File: config.mk
export PLATFORM = sky130hd
export DESIGN_NAME = uart_dbg_top
export DESIGN_NICKNAME = d
export VERILOG_FILES = /design/src/uart_dbg_pkg.sv /design/src/uart_rx.sv /design/src/uart_tx.sv /design/src/apb_byte_master.sv /design/src/dbg_cmd_engine.sv /design/src/uart_dbg_top.sv
export SDC_FILE = /design/constraint.sdc
export NUM_CORES = 1
export LEC_CHECK = 0
export ABC_AREA = 1
export BUFFER_PORTS_ARGS = -buffer_cell sky130_fd_sc_hd__clkbuf_2
export CAP_MARGIN = 20
export CELL_PAD_IN_SITES_DETAIL_PLACEMENT = 1
export CELL_PAD_IN_SITES_GLOBAL_PLACEMENT = 2
export CORE_ASPECT_RATIO = 0.7
export CORE_UTILIZATION = 38
export CTS_BUF_LIST = sky130_fd_sc_hd__clkbuf_2
export DETAILED_ROUTE_END_ITERATION = 6
export GPL_ROUTABILITY_DRIVEN = 0
export GPL_TIMING_DRIVEN = 0
export PLACE_DENSITY = 0.87
export REMOVE_ABC_BUFFERS = 1
export SLEW_MARGIN = 20
export SYNTH_ARGS = -nofsm -noshare
export SYNTH_HDL_FRONTEND = slang
export SYNTH_HIERARCHICAL = 1
export SYNTH_SLANG_ARGS = --single-unit
File: constraint.sdc
create_clock -name clk -period 4 [get_ports clk]
set_input_delay 0.8 -clock clk [delete_from_list [all_inputs] [get_ports clk]]
set_output_delay 0.8 -clock clk [all_outputs]
set_load 0.005 [all_outputs]
File: src/uart_dbg_pkg.sv
////////////////////////////////////////////////////////////////////////////
// Shared sizes, protocol byte codes and bus structs of the UART debug
// loader. Modules import it inside their body; port types use scoped names
////////////////////////////////////////////////////////////////////////////

package uart_dbg_pkg;

  ////////////////////////////////////////////////////////////////////////////
  // Sizes
  ////////////////////////////////////////////////////////////////////////////

  // Clock cycles per UART bit, kept low for fast simulation
  localparam int CLKS_PER_BIT = 16;
  // Width of the oversampling counters
  localparam int CNT_W        = $clog2(CLKS_PER_BIT);

  localparam int ADDR_W       = 32;
  localparam int ADDR_BYTES   = 4;
  localparam int LEN_BYTES    = 2;
  localparam int LEN_W        = 16;
  localparam int EXIT_BYTES   = 4;

  ////////////////////////////////////////////////////////////////////////////
  // Protocol bytes
  ////////////////////////////////////////////////////////////////////////////

  // Reply and challenge markers
  localparam logic [7:0] BYTE_ACK = 8'h06;
  localparam logic [7:0] BYTE_EOT = 8'h04;
  localparam logic [7:0] BYTE_EOC = 8'h14;

  // Command bytes that open a framed request
  typedef enum logic [7:0] {
    CMD_READ  = 8'h11,
    CMD_WRITE = 8'h12,
    CMD_EXEC  = 8'h13
  } dbg_cmd_e;

  ////////////////////////////////////////////////////////////////////////////
  // Structs
  ////////////////////////////////////////////////////////////////////////////

  // One received byte, valid for a single cycle
  typedef struct packed {
    logic       valid;
    logic [7:0] data;
  } byte_strm_t;

  // Single-byte memory request from the engine
  typedef struct packed {
    logic              write;
    logic [ADDR_W-1:0] addr;
    logic [7:0]        wdata;
  } bus_req_t;

  // APB request, byte wide
  typedef struct packed {
    logic              psel;
    logic              penable;
    logic              pwrite;
    logic [ADDR_W-1:0] paddr;
    logic [7:0]        pwdata;
  } apb_req_t;

  // APB response, no error bit
  typedef struct packed {
    logic       pready;
    logic [7:0] prdata;
  } apb_rsp_t;

endpackage

File: src/uart_rx.sv
////////////////////////////////////////////////////////////////////////////
// UART receiver, 8N1. Samples the line mid-bit and emits each good byte
// as a one-cycle strobe; frames with a low stop bit are dropped
////////////////////////////////////////////////////////////////////////////

module uart_rx (
  input  logic                    clk,
  input  logic                    arst_n_i,
  input  logic                    rx_i,
  output uart_dbg_pkg::byte_strm_t byte_o
);
  import uart_dbg_pkg::*;

  typedef enum logic [1:0] {RX_IDLE, RX_START, RX_DATA, RX_STOP} rx_state_e;

  rx_state_e        state_q;
  logic [1:0]       sync_q;
  logic [CNT_W-1:0] cyc_cnt_q;
  logic [2:0]       bit_cnt_q;
  logic [7:0]       shift_q;
  logic             valid_q;
  logic             rx;

  // Two-flop synchronizer on the asynchronous line
  assign rx = sync_q[1];

  always_ff @(posedge clk or negedge arst_n_i) begin
    if (!arst_n_i) begin
      state_q   <= RX_IDLE;
      sync_q    <= 2'b11;
      cyc_cnt_q <= '0;
      bit_cnt_q <= '0;
      valid_q   <= 1'b0;
    end else begin
      sync_q    <= {sync_q[0], rx_i};
      valid_q   <= 1'b0;
      cyc_cnt_q <= cyc_cnt_q + CNT_W'(1);
      case (state_q)
        RX_IDLE: begin
          cyc_cnt_q <= '0;
          if (!rx) state_q <= RX_START;
        end
        // Half a bit into the start bit, glitches go back to idle
        RX_START: if (cyc_cnt_q == CNT_W'(CLKS_PER_BIT / 2 - 1)) begin
          cyc_cnt_q <= '0;
          bit_cnt_q <= '0;
          state_q   <= rx ? RX_IDLE : RX_DATA;
        end
        RX_DATA: if (cyc_cnt_q == CNT_W'(CLKS_PER_BIT - 1)) begin
          bit_cnt_q <= bit_cnt_q + 3'd1;
          if (bit_cnt_q == 3'd7) state_q <= RX_STOP;
        end
        RX_STOP: if (cyc_cnt_q == CNT_W'(CLKS_PER_BIT - 1)) begin
          valid_q <= rx;
          state_q <= RX_IDLE;
        end
        default: state_q <= RX_IDLE;
      endcase
    end
  end

  // Data bits arrive LSB first
  always_ff @(posedge clk) begin
    if (state_q == RX_DATA && cyc_cnt_q == CNT_W'(CLKS_PER_BIT - 1)) begin
      shift_q <= {rx, shift_q[7:1]};
    end
  end

  assign byte_o = '{valid: valid_q, data: shift_q};

  // The engine relies on strobes being separated
  assert property (@(posedge clk) disable iff (!arst_n_i) byte_o.valid |=> !byte_o.valid)
    else $error("uart_rx: byte strobe held for two cycles");

endmodule

File: src/uart_tx.sv
////////////////////////////////////////////////////////////////////////////
// UART transmitter, 8N1. Takes one byte on send_i while ready_o is high
// and raises ready_o again once the stop bit has gone out
////////////////////////////////////////////////////////////////////////////

module uart_tx (
  input  logic       clk,
  input  logic       arst_n_i,
  input  logic       send_i,
  input  logic [7:0] data_i,
  output logic       ready_o,
  output logic       tx_o
);
  import uart_dbg_pkg::*;

  logic [9:0]       frame_q;
  logic [CNT_W-1:0] cyc_cnt_q;
  logic [3:0]       bit_cnt_q;
  logic             bit_end;

  assign bit_end = (cyc_cnt_q == CNT_W'(CLKS_PER_BIT - 1));

  always_ff @(posedge clk or negedge arst_n_i) begin
    if (!arst_n_i) begin
      ready_o   <= 1'b1;
      cyc_cnt_q <= '0;
      bit_cnt_q <= '0;
    end else if (ready_o) begin
      if (send_i) begin
        ready_o   <= 1'b0;
        cyc_cnt_q <= '0;
        bit_cnt_q <= '0;
      end
    end else if (bit_end) begin
      cyc_cnt_q <= '0;
      // Bit 9 is the stop bit
      if (bit_cnt_q == 4'd9) ready_o <= 1'b1;
      else bit_cnt_q <= bit_cnt_q + 4'd1;
    end else begin
      cyc_cnt_q <= cyc_cnt_q + CNT_W'(1);
    end
  end

  // Start bit in bit 0, stop bit on top
  always_ff @(posedge clk) begin
    if (ready_o && send_i) frame_q <= {1'b1, data_i, 1'b0};
    else if (!ready_o && bit_end) frame_q <= {1'b1, frame_q[9:1]};
  end

  // Line idles high
  assign tx_o = ready_o ? 1'b1 : frame_q[0];

  assert property (@(posedge clk) disable iff (!arst_n_i) send_i |-> ready_o)
    else $error("uart_tx: send while busy");

endmodule

File: src/apb_byte_master.sv
////////////////////////////////////////////////////////////////////////////
// APB master for single-byte accesses. One request at a time is held on
// req_valid_i until done_o, which also carries the read data
////////////////////////////////////////////////////////////////////////////

module apb_byte_master (
  input  logic                   clk,
  input  logic                   arst_n_i,
  input  logic                   req_valid_i,
  input  uart_dbg_pkg::bus_req_t req_i,
  output logic                   done_o,
  output logic [7:0]             rdata_o,
  output uart_dbg_pkg::apb_req_t apb_o,
  input  uart_dbg_pkg::apb_rsp_t apb_i
);
  import uart_dbg_pkg::*;

  typedef enum logic [1:0] {ST_IDLE, ST_SETUP, ST_ACCESS} apb_state_e;

  apb_state_e state_q;
  bus_req_t   req_q;

  always_ff @(posedge clk or negedge arst_n_i) begin
    if (!arst_n_i) begin
      state_q <= ST_IDLE;
    end else begin
      case (state_q)
        ST_IDLE:   if (req_valid_i) state_q <= ST_SETUP;
        ST_SETUP:  state_q <= ST_ACCESS;
        // Wait states last until the slave raises pready
        ST_ACCESS: if (apb_i.pready) state_q <= ST_IDLE;
        default:   state_q <= ST_IDLE;
      endcase
    end
  end

  // Captured once, so address and data hold through the access
  always_ff @(posedge clk) begin
    if (state_q == ST_IDLE && req_valid_i) req_q <= req_i;
  end

  assign apb_o = '{
    psel:    (state_q != ST_IDLE),
    penable: (state_q == ST_ACCESS),
    pwrite:  req_q.write,
    paddr:   req_q.addr,
    pwdata:  req_q.wdata
  };

  // Done in the cycle the access completes, so the engine can
  // drop its request on the same edge
  assign done_o  = (state_q == ST_ACCESS) && apb_i.pready;
  assign rdata_o = apb_i.prdata;

  // The engine keeps its request up for the whole transfer
  assert property (@(posedge clk) disable iff (!arst_n_i)
    apb_o.psel |-> req_valid_i)
    else $error("apb_byte_master: request dropped during a transfer");

endmodule

File: src/dbg_cmd_engine.sv
////////////////////////////////////////////////////////////////////////////
// Debug protocol engine. Decodes host commands from the receiver, runs
// byte-wise bus bursts and builds the replies for the transmitter
////////////////////////////////////////////////////////////////////////////

module dbg_cmd_engine (
  input  logic                                    clk,
  input  logic                                    arst_n_i,
  input  uart_dbg_pkg::byte_strm_t                rx_byte_i,
  output logic                                    tx_send_o,
  output logic [7:0]                              tx_data_o,
  input  logic                                    tx_ready_i,
  output logic                                    bus_valid_o,
  output uart_dbg_pkg::bus_req_t                  bus_req_o,
  input  logic                                    bus_done_i,
  input  logic [7:0]                              bus_rdata_i,
  output logic                                    exec_valid_o,
  output logic [uart_dbg_pkg::ADDR_W-1:0]         exec_addr_o,
  input  logic                                    eoc_i,
  input  logic [8*uart_dbg_pkg::EXIT_BYTES-1:0]   exit_code_i
);
  import uart_dbg_pkg::*;

  typedef enum logic [3:0] {
    ST_IDLE, ST_ADDR, ST_LEN, ST_ACK_END, ST_ACK_BURST, ST_WR_WAIT, ST_WR_BUS,
    ST_RD_BUS, ST_RD_SEND, ST_EOT, ST_EOC, ST_CODE
  } eng_state_e;

  eng_state_e                  state_q;
  logic [1:0]                  cnt_q;
  logic                        eoc_pend_q;
  logic                        exec_valid_q;
  dbg_cmd_e                    cmd_q;
  logic [ADDR_W-1:0]           addr_q;
  logic [LEN_W-1:0]            len_q;
  logic [7:0]                  wdata_q;
  logic [7:0]                  rdata_q;
  logic [8*EXIT_BYTES-1:0]     code_q;
  logic                        rx_valid;

  assign rx_valid = rx_byte_i.valid;

  ////////////////////////////////////////////////////////////////////////////
  // Reply byte selection
  ////////////////////////////////////////////////////////////////////////////

  always_comb begin
    tx_data_o = BYTE_ACK;
    tx_send_o = 1'b0;
    case (state_q)
      ST_ACK_END, ST_ACK_BURST: tx_send_o = tx_ready_i;
      ST_RD_SEND: begin
        tx_data_o = rdata_q;
        tx_send_o = tx_ready_i;
      end
      ST_EOT: begin
        tx_data_o = BYTE_EOT;
        tx_send_o = tx_ready_i;
      end
      ST_EOC: begin
        tx_data_o = BYTE_EOC;
        tx_send_o = tx_ready_i;
      end
      // Exit code goes out LSB first
      ST_CODE: begin
        tx_data_o = code_q[7:0];
        tx_send_o = tx_ready_i;
      end
      default: ;
    endcase
  end

  ////////////////////////////////////////////////////////////////////////////
  // Control FSM
  ////////////////////////////////////////////////////////////////////////////

  always_ff @(posedge clk or negedge arst_n_i) begin
    if (!arst_n_i) begin
      state_q      <= ST_IDLE;
      cnt_q        <= '0;
      eoc_pend_q   <= 1'b0;
      exec_valid_q <= 1'b0;
    end else begin
      exec_valid_q <= 1'b0;
      if (eoc_i) eoc_pend_q <= 1'b1;
      case (state_q)
        ST_IDLE: begin
          cnt_q <= '0;
          if (rx_valid) begin
            case (rx_byte_i.data)
              BYTE_ACK:                      state_q <= ST_ACK_END;
              CMD_READ, CMD_WRITE, CMD_EXEC: state_q <= ST_ADDR;
              default: ;
            endcase
          end else if (eoc_pend_q) begin
            // End of computation is only reported between commands
            eoc_pend_q <= eoc_i;
            state_q    <= ST_EOC;
          end
        end
        ST_ADDR: if (rx_valid) begin
          cnt_q <= cnt_q + 2'd1;
          if (cnt_q == 2'(ADDR_BYTES - 1)) begin
            cnt_q <= '0;
            if (cmd_q == CMD_EXEC) begin
              exec_valid_q <= 1'b1;
              state_q      <= ST_ACK_END;
            end else begin
              state_q <= ST_LEN;
            end
          end
        end
        ST_LEN: if (rx_valid) begin
          cnt_q <= cnt_q + 2'd1;
          if (cnt_q == 2'(LEN_BYTES - 1)) state_q <= ST_ACK_BURST;
        end
        ST_ACK_END: if (tx_send_o) state_q <= ST_IDLE;
        ST_ACK_BURST: if (tx_send_o) begin
          if (len_q == '0) state_q <= ST_EOT;
          else if (cmd_q == CMD_READ) state_q <= ST_RD_BUS;
          else state_q <= ST_WR_WAIT;
        end
        ST_WR_WAIT: if (rx_valid) state_q <= ST_WR_BUS;
        ST_WR_BUS: if (bus_done_i) begin
          state_q <= (len_q == LEN_W'(1)) ? ST_EOT : ST_WR_WAIT;
        end
        ST_RD_BUS: if (bus_done_i) state_q <= ST_RD_SEND;
        ST_RD_SEND: if (tx_send_o) begin
          state_q <= (len_q == LEN_W'(1)) ? ST_EOT : ST_RD_BUS;
        end
        ST_EOT: if (tx_send_o) state_q <= ST_IDLE;
        ST_EOC: if (tx_send_o) begin
          cnt_q   <= '0;
          state_q <= ST_CODE;
        end
        ST_CODE: if (tx_send_o) begin
          cnt_q <= cnt_q + 2'd1;
          if (cnt_q == 2'(EXIT_BYTES - 1)) state_q <= ST_IDLE;
        end
        default: state_q <= ST_IDLE;
      endcase
    end
  end

  ////////////////////////////////////////////////////////////////////////////
  // Datapath
  ////////////////////////////////////////////////////////////////////////////

  always_ff @(posedge clk) begin
    case (state_q)
      ST_IDLE:    if (rx_valid) cmd_q <= dbg_cmd_e'(rx_byte_i.data);
      // Fields arrive LSB first, so shift in from the top
      ST_ADDR:    if (rx_valid) addr_q <= {rx_byte_i.data, addr_q[ADDR_W-1:8]};
      ST_LEN:     if (rx_valid) len_q <= {rx_byte_i.data, len_q[LEN_W-1:8]};
      ST_WR_WAIT: if (rx_valid) wdata_q <= rx_byte_i.data;
      ST_WR_BUS: if (bus_done_i) begin
        addr_q <= addr_q + ADDR_W'(1);
        len_q  <= len_q - LEN_W'(1);
      end
      ST_RD_BUS:  if (bus_done_i) rdata_q <= bus_rdata_i;
      ST_RD_SEND: if (tx_send_o) begin
        addr_q <= addr_q + ADDR_W'(1);
        len_q  <= len_q - LEN_W'(1);
      end
      ST_CODE:    if (tx_send_o) code_q <= code_q >> 8;
      default: ;
    endcase
    if (eoc_i) code_q <= exit_code_i;
  end

  assign bus_valid_o  = (state_q == ST_WR_BUS) || (state_q == ST_RD_BUS);
  assign bus_req_o    = '{write: (state_q == ST_WR_BUS), addr: addr_q, wdata: wdata_q};
  assign exec_valid_o = exec_valid_q;
  assign exec_addr_o  = addr_q;

  // A bus request stays put until the APB master completes it
  assert property (@(posedge clk) disable iff (!arst_n_i)
    bus_valid_o && !bus_done_i |=> bus_valid_o && $stable(bus_req_o))
    else $error("dbg_cmd_engine: bus request changed before done");

endmodule

File: src/uart_dbg_top.sv
////////////////////////////////////////////////////////////////////////////
// UART debug loader top. Host commands come in on rx_i, memory is reached
// over the byte-wide APB port, replies leave on tx_o
////////////////////////////////////////////////////////////////////////////

module uart_dbg_top (
  input  logic                                  clk,
  input  logic                                  arst_n_i,
  input  logic                                  rx_i,
  output logic                                  tx_o,
  output uart_dbg_pkg::apb_req_t                apb_o,
  input  uart_dbg_pkg::apb_rsp_t                apb_i,
  output logic                                  exec_valid_o,
  output logic [uart_dbg_pkg::ADDR_W-1:0]       exec_addr_o,
  input  logic                                  eoc_i,
  input  logic [8*uart_dbg_pkg::EXIT_BYTES-1:0] exit_code_i
);
  import uart_dbg_pkg::*;

  byte_strm_t rx_byte;
  logic       tx_send;
  logic [7:0] tx_data;
  logic       tx_ready;
  logic       bus_valid;
  bus_req_t   bus_req;
  logic       bus_done;
  logic [7:0] bus_rdata;

  uart_rx i_uart_rx (
    .clk      ( clk      ),
    .arst_n_i ( arst_n_i ),
    .rx_i     ( rx_i     ),
    .byte_o   ( rx_byte  )
  );

  uart_tx i_uart_tx (
    .clk      ( clk      ),
    .arst_n_i ( arst_n_i ),
    .send_i   ( tx_send  ),
    .data_i   ( tx_data  ),
    .ready_o  ( tx_ready ),
    .tx_o     ( tx_o     )
  );

  dbg_cmd_engine i_dbg_cmd_engine (
    .clk          ( clk          ),
    .arst_n_i     ( arst_n_i     ),
    .rx_byte_i    ( rx_byte      ),
    .tx_send_o    ( tx_send      ),
    .tx_data_o    ( tx_data      ),
    .tx_ready_i   ( tx_ready     ),
    .bus_valid_o  ( bus_valid    ),
    .bus_req_o    ( bus_req      ),
    .bus_done_i   ( bus_done     ),
    .bus_rdata_i  ( bus_rdata    ),
    .exec_valid_o ( exec_valid_o ),
    .exec_addr_o  ( exec_addr_o  ),
    .eoc_i        ( eoc_i        ),
    .exit_code_i  ( exit_code_i  )
  );

  apb_byte_master i_apb_byte_master (
    .clk         ( clk       ),
    .arst_n_i    ( arst_n_i  ),
    .req_valid_i ( bus_valid ),
    .req_i       ( bus_req   ),
    .done_o      ( bus_done  ),
    .rdata_o     ( bus_rdata ),
    .apb_o       ( apb_o     ),
    .apb_i       ( apb_i     )
  );

endmodule

==> impl_metrics.toml <==
[critical_path]
rr_startpoint = "i_dbg_cmd_engine/state_q[1]"
worstPathCellList = "nor2_2 > nand2_1 > nand2_4 > o2111a_1"
critPathCaptureType = "register"
critical_path_class = "register to register"
delay_of_the_slowest_cell_on_the_worst_path_ps = 790
worst_path_dominant_cell_family = "simple AND/OR/NAND/NOR gates"
critical_path_buf_inv_count = 0
setup.reg_to_reg.worst_slack_ps = 1260
r2r_cells = 4
worst_r2r_endpoint = "i_dbg_cmd_engine/len_q[1]"
critical-path-slowest-cell = "sky130_fd_sc_hd__o2111a_1"
critical_path.startpoint_type = "register"
cp_data_required_time_ps = 4460
critical_path.max_fanout = 55
critical_path_arrival_ps = 3200

[synth]
sequential_share_of_the_synthesized_area_pct = 58.17
yosys_warnings = 6
ys_types = 44
post_synth_instance_area_um2 = 9686
synth_async_sr_flop_share_pct = 16.06
synth_enable_flop_cells = 161
syn-instance-count = 1039
synth.avg_cell_area_um2 = 9.322
dominantRegCellSynth = "sky130_fd_sc_hd__edfxtp_1"
synth_area_leaders = "sky130_fd_sc_hd__edfxtp_1 50%, sky130_fd_sc_hd__nand2_1 13%, sky130_fd_sc_hd__dfrtp_1 7.2%, sky130_fd_sc_hd__inv_1 3.7%, sky130_fd_sc_hd__nor2_1 3.4%"
netlist.top_cell.by_area = "sky130_fd_sc_hd__edfxtp_1"
yosys_register_bits = 193
synth.top_cell.area_share_pct = 49.92

[sta]
tightestPinTransition_ps = 923.9
rsz0062_at_grt = "false"
timing.slew.headroom_pct = 38.41
finalMaxSlewViolations = 0
final.setup.tns_ps = 0
worst_hold_slack_ps = 129.6
final_hold_viol_count = 0
fmax_mhz = 364.8
finalWorstPathRequiredPeriod_ps = 2741
finalCritPeriodShare_pct = 68.54
clock_skew_ps = 47.34
setup-violations-final = 0

[place]
post-dp-hpwl_mm = 18.29
port_buffers = 121
place.detailed.instances = 1430

[drt]
avgViaCountPerCell = 4.976
final_antenna_net_count = 0
drt_first_iter_violations = 585
via_count = 7300
remaining_design_rule_violation_count = 6
drt_pass1_iterations = 7
drt_wirelength_mm = 25.05
average_detailed_routed_wire_length_per_instance_um = 17.07

[floorplanning]
initial_standard_cell_utilization_of_the_core_pct = 38.95
die_area_um2 = 26140
io_pins = 122
coreArea_um2 = 24860
die_w_um = 192.8
rows = 48
die_h_um = 135.6

[final_layout]
fillerInstances = 2923
finalNetCount = 1185
area_delta_synth_final_pct = 10.43
stdcell_count = 1467
final_layout_size_suffix_gt1_share_pct = 18.23
fin_util_pct = 43.02

[clocking]
clkLatencyLatePin_ps = 820
clock_tree_from_tritoncts = "built"
total_cts_buffers = 17
number_of_gates_given_a_new_drive_strength_after_cts = 0
cts.reportedPaths.clkPinSlew_ps = 320
cts_root_buffer = "sky130_fd_sc_hd__clkbuf_2"
cts.htree.levels = 4
cts.sink_count = 193
cts_max_path_buffers = 2

[global_route]
grt_remaining_overflow = 0
number_of_global_route_vias_before_repair = 7016
maximum_number_of_pins_on_one_net_before_global_route_repair = 56
first_pass_grt_wire_length_mm = 39.07
number_of_antenna_violations_at_the_first_check_in_global_routing = 1
global_route.usage.total_pct = 19.82

[worst_hold_path]
hold_class = "input port to register"
worstHoldEndpoint = "i_dbg_cmd_engine/rdata_q[0]"
min_from = "apb_i[0]"
hold_path_depth = 1

[pwr]
vdd.ir_drop.worst_mv = 0.2132
power_density_nw_per_um2 = 329.5
power_mw = 3.525
cellLeakagePower_nw = 4.582

[flow_run]
cap_viol_max_count = 0

[status]
status = "finished, violations left"
failed_checks = "design-rule violations"
## placed cells by master (no fill, tap or decap), drive strengths merged, types with 5 or more instances in the layout
master	count
a22o	5
nor2	104
clkinv	8
nor3	15
clkbuf	138
ha	12
nand3	67
dfrtp	28
inv	116
nand3b	12
nand4	17
xor2	17
edfxtp	161
a21oi	8
nand2	357
o21ai	44
## report_power, final
part	internal, mW	switching, mW
Sequential	2.21	0.0390
Clock	0.264	0.770
Combinational	0.0890	0.148
## synthesized netlist by cell type, types with 12 or more instances
master / instances
sky130_fd_sc_hd__buf_4: 41
sky130_fd_sc_hd__dfrtp_1: 28
sky130_fd_sc_hd__edfxtp_1: 161
sky130_fd_sc_hd__ha_1: 12
sky130_fd_sc_hd__inv_1: 95
sky130_fd_sc_hd__inv_2: 13
sky130_fd_sc_hd__nand2_1: 348
sky130_fd_sc_hd__nand3_1: 64
sky130_fd_sc_hd__nand3b_1: 12
sky130_fd_sc_hd__nand4_1: 16
sky130_fd_sc_hd__nor2_1: 89
sky130_fd_sc_hd__nor3_1: 14
sky130_fd_sc_hd__o21ai_0: 23
sky130_fd_sc_hd__o21ai_1: 20
sky130_fd_sc_hd__xor2_1: 17
## layout make-up
cell class | instances | area, µm² | area share (%)
Antenna cell | 1 | 2.502 | 0.02340
Clock buffer | 17 | 85.08 | 0.7955
Clock inverter | 15 | 168.9 | 1.579
Inverter | 110 | 417.9 | 3.907
Multi-Input combinational cell | 678 | 3259 | 30.47
Sequential cell | 193 | 5634 | 52.68
Tap cell | 325 | 406.6 | 3.802
Timing Repair Buffer | 128 | 720.7 | 6.738
## what timing repair did
| action | 4_1_cts | 5_1_grt |
|---|---|---|
| endpoints found under the hold margin | 17 | 0 |
| hold buffers | 4 | 0 |
| setup buffers | 0 | 0 |
## kinds of logic (layout without fill, tap and decap cells)
| group | Yosys count | in the layout | share of synthesized area [%] |
|---|---|---|---|
| xor gates and xnor gates | 21 | 21 | 1.899 |
| other | 0 | 1 | 0 |
| and+or+nand+nor | 576 | 576 | 25.67 |
| adders and majority gates | 12 | 12 | 1.550 |
| AOI/OAI and AO/OA | 68 | 68 | 4.121 |
| DFF | 193 | 193 | 58.17 |
| muxes | 1 | 1 | 0.1033 |
| buffers and inverters | 168 | 270 | 8.487 |
## worst max-delay path by stage
| stage | startpoint | end | depth (start not counted) | slack (ps) |
|---|---|---|---|---|
| floorplan | i_dbg_cmd_engine/state_q[1] | i_dbg_cmd_engine/code_q[0] | 5 | 310 |
| global placement | i_dbg_cmd_engine/state_q[1] | i_dbg_cmd_engine/code_q[25] | 5 | -900 |
| detailed placement | eoc_i | i_dbg_cmd_engine/code_q[27] | 4 | 860 |
| CTS | i_dbg_cmd_engine/state_q[1] | i_dbg_cmd_engine/len_q[8] | 6 | 870 |
| global route | i_dbg_cmd_engine/state_q[1] | i_dbg_cmd_engine/len_q[1] | 4 | 1070 |
| finish | i_dbg_cmd_engine/state_q[1] | i_dbg_cmd_engine/len_q[1] | 4 | 1260 |
## sequential cells by signal (all words and copies together) (netlist names), 3 cells and up, named ones only
signal,count
i_apb_byte_master/apb_o,41
i_dbg_cmd_engine/code_q,32
i_dbg_cmd_engine/exec_addr_o,32
i_dbg_cmd_engine/len_q,16
i_uart_tx/frame_q,9
i_dbg_cmd_engine/cmd_q,8
i_dbg_cmd_engine/rdata_q,8
i_dbg_cmd_engine/wdata_q,8
i_uart_rx/shift_q,8
i_dbg_cmd_engine/state_q,4
i_uart_rx/cyc_cnt_q,4
i_uart_tx/bit_cnt_q,4
i_uart_tx/cyc_cnt_q,4
i_uart_rx/bit_cnt_q,3
## stage by stage
stage	cell area (µm²)	worst slack, ps
3_3_place_gp	10290	-898.4
5_1_grt	10700	1071
3_5_place_dp	10390	857.7
6_report	10700	1259
4_1_cts	10680	872.1
2_1_floorplan	9281	307.0
## layer usage
layer	share of wire, %	global-route usage (%)	up-vias
li1	-	-	3555
met1	53	31.87	3606
met2	42	26.50	128
met3	4.4	3.937	11
met4	0.78	4.899	0
met5	0	0	-
No activity file was read; power rests on OpenSTA's default activity.
